### src/source/exec_pkg.sv
package exec_pkg;

    localparam int XLEN = 32;                   // Data word width

    typedef logic [XLEN-1:0]   word_t;
    typedef logic [2*XLEN-1:0] dword_t;         // Multiplier addend or product
    typedef logic [4:0]        reg_addr_t;
    typedef logic [3:0]        alu_op_t;

    // ALU operation codes
    localparam alu_op_t ALU_ADD  = 4'd0;
    localparam alu_op_t ALU_SUB  = 4'd1;
    localparam alu_op_t ALU_SLT  = 4'd2;
    localparam alu_op_t ALU_SLTU = 4'd3;
    localparam alu_op_t ALU_AND  = 4'd4;
    localparam alu_op_t ALU_OR   = 4'd5;
    localparam alu_op_t ALU_XOR  = 4'd6;
    localparam alu_op_t ALU_NOR  = 4'd7;
    localparam alu_op_t ALU_SLL  = 4'd8;
    localparam alu_op_t ALU_SRL  = 4'd9;
    localparam alu_op_t ALU_SRA  = 4'd10;
    localparam alu_op_t ALU_LUI  = 4'd11;       // Second operand passes through

    typedef logic src1_sel_t;
    localparam src1_sel_t SRC1_REG = 1'b0;
    localparam src1_sel_t SRC1_PC  = 1'b1;

    typedef logic src2_sel_t;
    localparam src2_sel_t SRC2_REG = 1'b0;
    localparam src2_sel_t SRC2_IMM = 1'b1;

    // One-hot lane B write-back select
    typedef logic [2:0] wb_sel_t;
    localparam wb_sel_t WB_SEL_ALU    = 3'b001;
    localparam wb_sel_t WB_SEL_MUL_LO = 3'b010; // Product bits 31..0
    localparam wb_sel_t WB_SEL_MUL_HI = 3'b100; // Product bits 63..32

    localparam reg_addr_t ZERO_REG = 5'd0;      // Never forwarded

endpackage

### src/source/stage_regs.sv
`timescale 1ns/1ns

module stage_regs (
    input  logic                clk,
    input  logic                arst_n,
    input  logic                ex_valid_a,
    input  logic                ex_valid_b,
    input  logic                ex_rf_we_a,
    input  logic                ex_rf_we_b,
    input  exec_pkg::reg_addr_t ex_waddr_a,
    input  exec_pkg::reg_addr_t ex_waddr_b,
    input  exec_pkg::word_t     ex_result_a,
    input  exec_pkg::word_t     ex_result_b,
    input  exec_pkg::dword_t    ex_addend_lo,
    input  exec_pkg::dword_t    ex_addend_hi,
    input  exec_pkg::wb_sel_t   ex_wb_sel_b,
    input  exec_pkg::word_t     mem_wdata_b,
    output logic                mem_we_a,
    output logic                mem_we_b,
    output exec_pkg::reg_addr_t mem_waddr_a,
    output exec_pkg::reg_addr_t mem_waddr_b,
    output exec_pkg::word_t     mem_result_a,
    output exec_pkg::word_t     mem_result_b,
    output exec_pkg::dword_t    mem_addend_lo,
    output exec_pkg::dword_t    mem_addend_hi,
    output exec_pkg::wb_sel_t   mem_wb_sel_b,
    output logic                wb_we_a,
    output logic                wb_we_b,
    output exec_pkg::reg_addr_t wb_waddr_a,
    output exec_pkg::reg_addr_t wb_waddr_b,
    output exec_pkg::word_t     wb_wdata_a,
    output exec_pkg::word_t     wb_wdata_b
);

    // Write enables are cleared for a bubble lane
    always_ff @(posedge clk or negedge arst_n) begin
        if (!arst_n) begin
            mem_we_a <= 1'b0;
            mem_we_b <= 1'b0;
            wb_we_a  <= 1'b0;
            wb_we_b  <= 1'b0;
        end else begin
            mem_we_a <= ex_rf_we_a & ex_valid_a;
            mem_we_b <= ex_rf_we_b & ex_valid_b;
            wb_we_a  <= mem_we_a;
            wb_we_b  <= mem_we_b;
        end
    end

    // EX/MEM payload
    always_ff @(posedge clk) begin
        mem_waddr_a   <= ex_waddr_a;
        mem_waddr_b   <= ex_waddr_b;
        mem_result_a  <= ex_result_a;
        mem_result_b  <= ex_result_b;
        mem_addend_lo <= ex_addend_lo;
        mem_addend_hi <= ex_addend_hi;
        mem_wb_sel_b  <= ex_wb_sel_b;
    end

    // MEM/WB payload
    always_ff @(posedge clk) begin
        wb_waddr_a <= mem_waddr_a;
        wb_waddr_b <= mem_waddr_b;
        wb_wdata_a <= mem_result_a;             // Lane A is ALU only
        wb_wdata_b <= mem_wdata_b;              // Selected in MEM
    end

endmodule

### config.mk
export PLATFORM = sky130hd
export DESIGN_NAME = stage_regs
export DESIGN_NICKNAME = d
export VERILOG_FILES = /design/src/source/exec_pkg.sv /design/src/source/stage_regs.sv
export SDC_FILE = /design/constraint.sdc
export NUM_CORES = 1
export LEC_CHECK = 0
export BUFFER_PORTS_ARGS = -buffer_cell sky130_fd_sc_hd__buf_4
export CAP_MARGIN = 20
export CELL_PAD_IN_SITES_DETAIL_PLACEMENT = 1
export CELL_PAD_IN_SITES_GLOBAL_PLACEMENT = 1
export CORE_AREA = 2 2 202 204
export DETAILED_ROUTE_END_ITERATION = 8
export DIE_AREA = 0 0 204 206
export HOLD_SLACK_MARGIN = 0.05
export PLACE_DENSITY_LB_ADDON = 0.25
export SETUP_SLACK_MARGIN = 0.02
export SLEW_MARGIN = 20
export SYNTH_ARGS = -nofsm -noshare
export SYNTH_HDL_FRONTEND = slang
export SYNTH_SLANG_ARGS = --single-unit
### constraint.sdc
create_clock -name clk -period 0.8 [get_ports clk]
set_input_delay 0.04 -clock clk [delete_from_list [all_inputs] [get_ports clk]]
set_output_delay 0.04 -clock clk [all_outputs]
set_load 0.02 [all_outputs]
# ---- Word-level counts from Yosys, hierarchy flattened
# Index checks and enable logic that the tools add are counted.
dict set report op_classes {
  bitwise_logic 2
}
# operator n
set op_table {}
lappend op_table {{$and A1 B1 Y1} 2}
dict set report word_totals {
  regBits 283
  inputBits 243
  output_inout_bits 283
}

# ---- Depth between registers and ports, before layout
# Gate-level depths: netlist of the first run.
dict set report logic_depth {
  ltp_word 1
  mapped_depth 1
}

# ---- Worst setup path after synthesis of the first run
# No wires, ideal clock.
dict set report synth_timing {
  kind {register -> register}
  start {register mem_we_a}
  end {register wb_we_a}
  arrival_time_ns 0.424
  slack_ns 0.218
  stages_incl_launch_ff 1
  period_less_slack_ns 0.582
  path_cell_list {dfrtp_1}
}
# element line
set synth_lines {}
lappend synth_lines {{start: declaration} stage_regs.sv:18} ;# output logic mem_we_a,
lappend synth_lines {{start signal: assignment} stage_regs.sv:43} ;# mem_we_a <= ex_rf_we_a & ex_valid_a;
lappend synth_lines {{end signal: assignment} stage_regs.sv:45} ;# wb_we_a <= mem_we_a;
lappend synth_lines {{end: declaration} stage_regs.sv:27} ;# output logic wb_we_a,
# No word-level cell between the ends.

# ---- Worst setup path after layout of the first run
dict set report layout_timing {
  start {register mem_we_b}
  end {output port mem_we_b}
}
# element line
set layout_lines {}
lappend layout_lines {{start: declaration} stage_regs.sv:19} ;# output logic mem_we_b,
lappend layout_lines {{start signal: assignment} stage_regs.sv:44} ;# mem_we_b <= ex_rf_we_b & ex_valid_b;
# No word-level cell between the ends.

==> flow_metrics.env, run 1 <==
export IMPL_critPathArrivalTime_ns=1.10
export IMPL_rr_startpoint="mem_result_a[21]"
export IMPL_fp_dieH_um=206
export IMPL_numPortBuffers=525
export IMPL_firstDrtPassIters=4
export IMPL_netlist_area_um2=5700
export IMPL_grt_pass1_wl_um=38800
export IMPL_fin_util_pct=37.9
export IMPL_ys_warn_count=0
export IMPL_drc=0
export IMPL_maxSlewViolCount=0
export IMPL_cts_tree="yes"
export IMPL_clock_latency_ns=0.55
export IMPL_synth_seq_area_share_pct=99.8
export IMPL_cts_htree_levels=1
export IMPL_multi_input_area_um2=12.5
export IMPL_synth_ff_latch_count=283
export IMPL_die_area_um2=42000
export IMPL_setup_slack_ns=-0.341
export IMPL_max_slew_margin_rel_pct=79.8
export IMPL_crit_required_ns=0.76
export IMPL_path_delay_family="flip-flops"
export IMPL_clock_skew_final_ns=0.00565
export IMPL_reg2reg_setup_slack_ns=0.21
export IMPL_ff_latch_area_um2=6040
export IMPL_cp_start_kind="flip-flop"
export IMPL_violations="setup timing"
export IMPL_initial_core_util_pct=14.2
export IMPL_r2r_end="wb_wdata_a[21]"
export IMPL_final_area_um2=15200
export IMPL_fin_worst_hold_slack_ns=0.129
export IMPL_cap_violations=0
export IMPL_ir_drop_mv=1.65
export IMPL_num_rows=74
export IMPL_status="finished, violations left"
export IMPL_worstPathCellList="buf_6"
export IMPL_slowest_delay_ns=0.41
export IMPL_syn_area_per_cell_um2=20.0
export IMPL_hold_class="primary input to flip-flop"
export IMPL_grt_ovfl_total=0
export IMPL_grt_max_degree=15
export IMPL_ff2ff_path_depth=1
export IMPL_clkTransAtPathRegs_ns=0.06
export IMPL_cts_root_buf="clkbuf_16"
export IMPL_fill_cells=4184
export IMPL_power_density_nw_per_um2=2270
export IMPL_wl_um=27300
export IMPL_min_delay_path_depth=2
export IMPL_dp_hpwl_um=17200
export IMPL_tightest_slew_ns=0.302
export IMPL_grt_total_usage_pct=12.3
export IMPL_power_w=0.0345
export IMPL_hold_end="mem_result_a[18]"
export IMPL_grt_setup_unrepaired="yes"
export IMPL_post_drt_via_cell_ratio=3.26
export IMPL_die_w_um=204
export IMPL_syn_inst=285
export IMPL_setup_violations=283
export IMPL_dpl_instance_area_um2=10300
export IMPL_cp_buffers_inverters=1
export IMPL_nNetsFinal=1335
export IMPL_final_hold_violation_count=0
export IMPL_synth_nets=528
export IMPL_cts_inserted_buffers=31
export IMPL_area_delta_synth_final_pct=167
export IMPL_period_share_pct=143
export IMPL_p_leak_nw=6.84
export IMPL_critPathKind="flip-flop to output port"
export IMPL_grt_pass1_vias=6247
export IMPL_slowest_stage="dfrtp_1"
export IMPL_clock_path_buffers=3
export IMPL_synth_cell_types=3
export IMPL_finalSetupTns_ns=-65.75
export IMPL_io_pin_count=526
export IMPL_dr_total_vias=5370
export IMPL_drive_above_1_share_pct=76.9
export IMPL_max_freq_mhz=876
export IMPL_fp_coreArea_um2=40200
export IMPL_ant_nets=0
export IMPL_cp_max_fo=2
export IMPL_place_congestion=0.761
export IMPL_endpoint_kind="output port"
export IMPL_clock_sinks=283
export IMPL_antenna_cells=0
export IMPL_avgRoutedWirePerCell_um=16.6
export IMPL_drt_initial_drc_count=107
export IMPL_fin_crit_ns=1.14
export IMPL_hold_start="ex_result_a[18]"
export IMPL_antenna_found_initial=0
-- placed cells by master, fill, tap and decap left out --
master and n:
dfxtp_2 278, dfxtp_4 1, clkbuf_16 31, clkinvlp_4 1, dfrtp_1 4, buf_4 248, bufinv_16 3, clkinv_2 5
buf_6 283, and2_1 2, dlygate4sd3_1 243, clkbuf_1 8, clkbuf_8 7
-- repair_timing --
item                                   in CTS  in global routing
buffers inserted                            0                  3
hold buffers                              243                  0
setup endpoints to repair                 283                283
endpoints found under the hold margin     243                  0
pin swaps                                   0                  0
resized for setup                         563                  0
-- synthesized netlist by cell type --
cell type / instances / area [um^2]
dfxtp_1: 279 / 5590
dfrtp_1: 4 / 100
and2_1: 2 / 12.5
-- how the worst max path moves through the flow --
stage                startpoint          endpoint  slack [ns]  depth (start not counted)
2_1_floorplan          mem_we_a           wb_we_a        0.22                          0
3_3_place_gp   mem_result_a[21]  mem_result_a[21]        0.21                          1
3_5_place_dp   mem_result_a[21]  mem_result_a[21]        0.21                          1
4_1_cts                mem_we_b          mem_we_b       -0.38                          1
5_1_grt                mem_we_b          mem_we_b       -0.39                          1
6_report               mem_we_b          mem_we_b       -0.34                          1
-- metal layers --
metal	wire length [um]	up-vias	part of all wire, %	GRT usage [%]
li1	-	2503	-	-
met1	8700	2540	32	11.5
met2	15400	290	56	24.6
met3	2710	37	9.9	4.45
met4	478	0	1.8	3.62
met5	0	-	0	0
-- power by group --
part	switching, W	internal (W)
logic	0.00182	0.00290
registers	0.000402	0.0150
clock network	0.00566	0.00869
-- registers in the layout, indices dropped and copies added (netlist names) --
register / cells
mem_addend_hi: 64
mem_addend_lo: 64
mem_result_a: 32
mem_result_b: 32
mem_waddr_a: 5
mem_waddr_b: 5
mem_wb_sel_b: 3
mem_we_a: 1
mem_we_b: 1
wb_waddr_a: 5
wb_waddr_b: 5
wb_wdata_a: 32
wb_wdata_b: 32
wb_we_a: 1
wb_we_b: 1
-- through the flow --
step / instances / worst slack (ns)
2_1_floorplan: 285 / 0.218
3_3_place_gp: 1345 / 0.205
3_5_place_dp: 1345 / 0.208
4_1_cts: 1643 / -0.382
5_1_grt: 1646 / -0.389
6_report: 1646 / -0.341
-- logic make-up after synthesis --
| logic type | count (synthesis) | share of synthesized area [%] |
|---|---|---|
| flip-flops | 283 | 99.8 |
| AND/OR/NAND/NOR | 2 | 0.220 |
-- layout make-up --
type | instances | area share (%)
clock buffer | 46 | 5.93
clock inverter | 9 | 0.806
multi-input combinational | 2 | 0.0822
sequential | 283 | 39.7
tap | 532 | 4.37
timing repair buffer | 774 | 49.1
Power figures use the tool's default switching activity.
==> run 2, diff against run 1 <==
--- a/config.mk
+++ b/config.mk
@@ -5,17 +5,17 @@
 export SDC_FILE = /design/constraint.sdc
 export NUM_CORES = 1
 export LEC_CHECK = 0
-export BUFFER_PORTS_ARGS = -buffer_cell sky130_fd_sc_hd__buf_4
+export BUFFER_PORTS_ARGS = -buffer_cell sky130_fd_sc_hd__clkbuf_2
 export CAP_MARGIN = 20
 export CELL_PAD_IN_SITES_DETAIL_PLACEMENT = 1
 export CELL_PAD_IN_SITES_GLOBAL_PLACEMENT = 1
 export CORE_AREA = 2 2 202 204
+export CTS_CLUSTER_SIZE = 25
 export DETAILED_ROUTE_END_ITERATION = 8
 export DIE_AREA = 0 0 204 206
 export HOLD_SLACK_MARGIN = 0.05
 export PLACE_DENSITY_LB_ADDON = 0.25
 export SETUP_SLACK_MARGIN = 0.02
-export SLEW_MARGIN = 20
 export SYNTH_ARGS = -nofsm -noshare
 export SYNTH_HDL_FRONTEND = slang
 export SYNTH_SLANG_ARGS = --single-unit
==> run 2 against run 1 <==
  * The run still ends with setup timing left
  * Total power shrank 0.30%
  * Highest routed layer unchanged
  * Combinational power grew 4.7%
  * Global-route usage shrank 0.11 points
  * Critical path depth is the same
  * Via count grew 0.32%
  * Sequential share of layout area shrank 1.1 points
  * Clock-buffer cell count shrank 2
  * Die area is the same
  * Register-to-register slack lost 0.07 ns
==> flow_metrics.env, run 2 (synthesized netlist as in run 1, its figures left out) <==
export IMPL_status="finished, violations left"
export IMPL_violations="setup timing"
export IMPL_initial_core_util_pct=14.2
export IMPL_dp_hpwl_um=16400
export IMPL_nNetsFinal=1338
export IMPL_avgRoutedWirePerCell_um=17.6
export IMPL_io_pin_count=526
export IMPL_grt_pass1_vias=6194
export IMPL_dr_total_vias=5387
export IMPL_crit_start="wb_we_b"
export IMPL_dpl_worst_slack_ns=0.137
export IMPL_critPathKind="flip-flop to output port"
export IMPL_slowest_delay_ns=0.39
export IMPL_grt_max_degree=15
export IMPL_clock_path_buffers=3
export IMPL_antenna_found_initial=1
export IMPL_antenna_cells=0
export IMPL_stdcell_count=1649
export IMPL_r2r_end="wb_wdata_a[2]"
export IMPL_place_inst=1345
export IMPL_firstDrtPassIters=4
export IMPL_hold_class="primary input to flip-flop"
export IMPL_clock_latency_ns=0.55
export IMPL_grt_total_usage_pct=12.2
export IMPL_grt_setup_unrepaired="yes"
export IMPL_worstSetupPathDepth=1
export IMPL_grt_pass1_wl_um=38100
export IMPL_num_rows=74
export IMPL_fin_crit_ns=1.12
export IMPL_ff2ff_path_depth=2
export IMPL_cap_violations=0
export IMPL_tightest_slew_ns=0.300
export IMPL_power_density_nw_per_um2=2200
export IMPL_final_common_cell="buf_8"
export IMPL_rr_startpoint="mem_result_a[2]"
export IMPL_ant_nets=0
export IMPL_maxSlewViolCount=0
export IMPL_crit_required_ns=0.76
export IMPL_cp_max_fo=1
export IMPL_fin_worst_hold_slack_ns=0.126
export IMPL_numPortBuffers=525
export IMPL_cp_start_kind="flip-flop"
export IMPL_setup_violations=283
export IMPL_period_share_pct=141
export IMPL_clkTransAtPathRegs_ns=0.06
export IMPL_drc=0
export IMPL_critPathArrivalTime_ns=1.08
export IMPL_fill_cells=4194
export IMPL_max_slew_margin_rel_pct=80.0
export IMPL_endpoint_kind="output port"
export IMPL_final_hold_violation_count=0
export IMPL_die_area_um2=42000
export IMPL_reg2reg_setup_slack_ns=0.14
export IMPL_worstPathCellList="buf_8"
export IMPL_p_leak_nw=7.06
export IMPL_slowest_stage="dfrtp_1"
export IMPL_clock_skew_final_ns=0.00579
export IMPL_fin_util_pct=39.0
export IMPL_max_freq_mhz=890
export IMPL_cp_buffers_inverters=1
export IMPL_wl_um=28900
export IMPL_cts_tree="yes"
export IMPL_clock_sinks=283
export IMPL_final_cell_mix="buf_8, dfxtp_2, dlygate4sd3_1, clkbuf_2, clkbuf_16"
export IMPL_cts_root_buf="clkbuf_16"
export IMPL_path_delay_family="flip-flops"
export IMPL_place_congestion=0.730
export IMPL_power_w=0.0344
export IMPL_crit_end="wb_we_b"
export IMPL_fp_dieH_um=206
export IMPL_setup_slack_ns=-0.324
export IMPL_top_regs="mem_addend_hi: 64 flops, mem_addend_lo: 64 flops"
export IMPL_drive_above_1_share_pct=77.0
export IMPL_drt_initial_drc_count=106
export IMPL_area_delta_synth_final_pct=175
export IMPL_post_drt_via_cell_ratio=3.27
export IMPL_fp_coreArea_um2=40200
export IMPL_die_w_um=204
export IMPL_ir_drop_mv=1.43
export IMPL_grt_ovfl_total=0
export IMPL_cts_htree_levels=1
export IMPL_cts_inserted_buffers=30
run 2: layer usage:
layer	vias up	track usage (%)	routed length, um
met3	45	3.93	2750
met1	2544	11.2	8870
met2	295	24.6	16600
li1	2503	-	-
met5	-	0	0
met4	0	4.27	735
run 2: final cells by class:
cell class              instances  area (um^2)  share of cell area [%]
flip-flops and latches        283         6040                    38.6
multi-input cells               2         12.5                  0.0799
clock buffers                  44          875                    5.58
repair buffers                778         7960                    50.8
clock inverters                10          106                   0.679
well taps                     532          666                    4.25
run 2: worst min-delay path by stage:
| stage | from | endpoint | slack [ns] | cells after the start |
|---|---|---|---|---|
| after floorplan | arst_n | mem_we_a | -0.26 | 0 |
| after global placement | arst_n | wb_we_a | -0.13 | 1 |
| after detailed placement | arst_n | wb_we_a | -0.12 | 1 |
| after CTS | ex_result_a[8] | mem_result_a[8] | 0.07 | 2 |
| after global routing | ex_result_a[22] | mem_result_a[22] | 0.10 | 2 |
| final | ex_result_a[10] | mem_result_a[10] | 0.13 | 2 |
run 2: what timing repair did:
| item | in CTS | in global routing |
|---|---|---|
| hold buffers | 243 | 0 |
| gates cloned | 0 | 0 |
| endpoints found under the hold margin | 243 | 0 |
| setup buffers | 3 | 4 |
| resized for setup | 841 | 291 |
| endpoints found under the setup margin | 283 | 283 |
run 2: metrics by stage:
| stage | cell area, um^2 | TNS [ns] |
|---|---|---|
| floorplan | 5700 | 0 |
| global placement | 9010 | 0 |
| detailed placement | 9010 | 0 |
| CTS | 15300 | -82.44 |
| global route | 15700 | -78.84 |
| finish | 15700 | -67.52 |
run 2: report_power, final:
part           switching (W)  internal [W]  leakage [nW]
clock                0.00568       0.00818         0.483
combinational        0.00184       0.00309          4.17
sequential          0.000568        0.0150          2.41
==> run 3, diff against run 2 <==
--- a/config.mk
+++ b/config.mk
@@ -10,6 +10,7 @@
 export CELL_PAD_IN_SITES_DETAIL_PLACEMENT = 1
 export CELL_PAD_IN_SITES_GLOBAL_PLACEMENT = 1
 export CORE_AREA = 2 2 202 204
+export CTS_BUF_LIST = sky130_fd_sc_hd__clkbuf_16
 export CTS_CLUSTER_SIZE = 25
 export DETAILED_ROUTE_END_ITERATION = 8
 export DIE_AREA = 0 0 204 206
==> run 3 against run 2 <==
  * The flow still finishes with violations (setup timing)
  * Clock power is 5% lower
  * Non-clock buffer count is 1 lower
  * Clock-buffer cell count is 13 lower
  * Critical endpoint unchanged
==> flow_metrics.env, run 3 (synthesized netlist as in run 1, its figures left out) <==
export IMPL_status="finished, violations left"
export IMPL_violations="setup timing"
export IMPL_ir_drop_mv=1.43
export IMPL_antenna_cells=0
export IMPL_clock_path_buffers=3
export IMPL_numPortBuffers=525
export IMPL_critPathKind="flip-flop to output port"
export IMPL_path_delay_family="flip-flops"
export IMPL_endpoint_kind="output port"
export IMPL_setup_slack_ns=-0.330
export IMPL_tightest_slew_ns=0.300
export IMPL_setup_violations=283
export IMPL_cts_htree_levels=1
export IMPL_area_delta_synth_final_pct=174
export IMPL_fin_util_pct=38.8
export IMPL_clkTransAtPathRegs_ns=0.06
export IMPL_final_area_um2=15600
export IMPL_fp_dieH_um=206
export IMPL_slowest_stage="dfrtp_1"
export IMPL_fin_worst_hold_slack_ns=0.126
export IMPL_r2r_end="wb_wdata_a[2]"
export IMPL_antenna_found_initial=1
export IMPL_avgRoutedWirePerCell_um=17.3
export IMPL_max_slew_margin_rel_pct=80.0
export IMPL_rr_startpoint="mem_result_a[2]"
export IMPL_drive_above_1_share_pct=76.5
export IMPL_final_common_cell="buf_8"
export IMPL_final_cell_mix="buf_8, dfxtp_2, dlygate4sd3_1, clkbuf_2, clkbuf_16"
export IMPL_dpl_worst_slack_ns=0.137
export IMPL_clock_sinks=283
export IMPL_clock_skew_final_ns=0.00617
export IMPL_max_freq_mhz=885
export IMPL_fill_cells=4175
export IMPL_num_rows=74
export IMPL_grt_max_degree=15
export IMPL_final_hold_violation_count=0
export IMPL_grt_setup_unrepaired="yes"
export IMPL_hold_class="primary input to flip-flop"
export IMPL_worstPathCellList="buf_8"
export IMPL_grt_pass1_vias=6200
export IMPL_cap_violations=0
export IMPL_reg2reg_setup_slack_ns=0.14
export IMPL_drt_initial_drc_count=75
export IMPL_grt_ovfl_total=0
export IMPL_ff2ff_path_depth=2
export IMPL_place_congestion=0.730
export IMPL_dpl_instance_area_um2=9010
export IMPL_period_share_pct=141
export IMPL_grt_pass1_wl_um=37800
export IMPL_dp_hpwl_um=16400
export IMPL_cp_start_kind="flip-flop"
export IMPL_min_delay_path_depth=2
export IMPL_maxSlewViolCount=0
export IMPL_power_density_nw_per_um2=2160
export IMPL_ant_nets=0
export IMPL_top_regs="mem_addend_hi: 64 flops, mem_addend_lo: 64 flops"
export IMPL_dr_total_vias=5407
export IMPL_slowest_delay_ns=0.39
export IMPL_place_inst=1345
export IMPL_cp_max_fo=1
export IMPL_cts_inserted_buffers=30
export IMPL_cp_buffers_inverters=1
export IMPL_hold_start="ex_result_b[2]"
export IMPL_crit_required_ns=0.76
export IMPL_nNetsFinal=1337
export IMPL_die_area_um2=42000
export IMPL_hold_end="mem_result_b[2]"
export IMPL_initial_core_util_pct=14.2
export IMPL_firstDrtPassIters=4
export IMPL_die_w_um=204
export IMPL_cts_root_buf="clkbuf_16"
export IMPL_grt_total_usage_pct=12.1
export IMPL_cts_tree="yes"
export IMPL_drc=0
export IMPL_p_leak_nw=7.06
export IMPL_fin_crit_ns=1.13
export IMPL_post_drt_via_cell_ratio=3.28
export IMPL_wl_um=28600
export IMPL_fp_coreArea_um2=40200
export IMPL_critPathArrivalTime_ns=1.09
export IMPL_clock_latency_ns=0.55
export IMPL_stdcell_count=1648
export IMPL_io_pin_count=526
[run 3: how the worst max path moves through the flow]
stage	slack [ns]	start	end	depth (start not counted)
floorplan	0.22	mem_we_a	wb_we_a	0
global placement	0.12	wb_wdata_a[29]	wb_wdata_a[29]	1
detailed placement	0.14	wb_wdata_a[29]	wb_wdata_a[29]	1
CTS	-0.38	wb_we_b	wb_we_b	1
global route	-0.38	wb_we_b	wb_we_b	1
finish	-0.33	wb_we_b	wb_we_b	1
[run 3: cell type report]
class	instances	area (um^2)	area share (%)
clock buffers	31	776	4.97
clock inverters	23	155	0.994
multi-input cells	2	12.5	0.0802
flip-flops and latches	283	6040	38.7
well taps	532	666	4.27
repair buffers	777	7950	50.9
[run 3: what timing repair did]
| action | 4_1_cts | 5_1_grt |
|---|---|---|
| hold buffers | 243 | 0 |
| cloned | 0 | 0 |
| setup endpoints to repair | 283 | 283 |
| setup buffers | 3 | 3 |
| resized for setup | 841 | 291 |
| hold endpoints to repair | 243 | 0 |
[run 3: where the power goes]
group	total (W)	internal [W]	switching [W]
Clock	0.0132	0.00759	0.00560
Combinational	0.00493	0.00309	0.00184
Sequential	0.0156	0.0150	0.000563
Total	0.0337	0.0257	0.00800
[run 3: metal layers]
metal,vias to the layer above,global-route usage [%],wire (um)
met5,-,0,0
met4,0,4.14,639
met3,39,3.91,2690
met2,296,24.4,16600
met1,2568,11.1,8650
li1,2504,-,-
[run 3: per-stage QoR]
stage	power [W]	TNS [ns]
after detailed placement	0.0178	0
after CTS	0.0335	-82.26
after global placement	0.0178	0
final	0.0337	-66.62
after global routing	0.0351	-78.48
after floorplan	0.0164	0
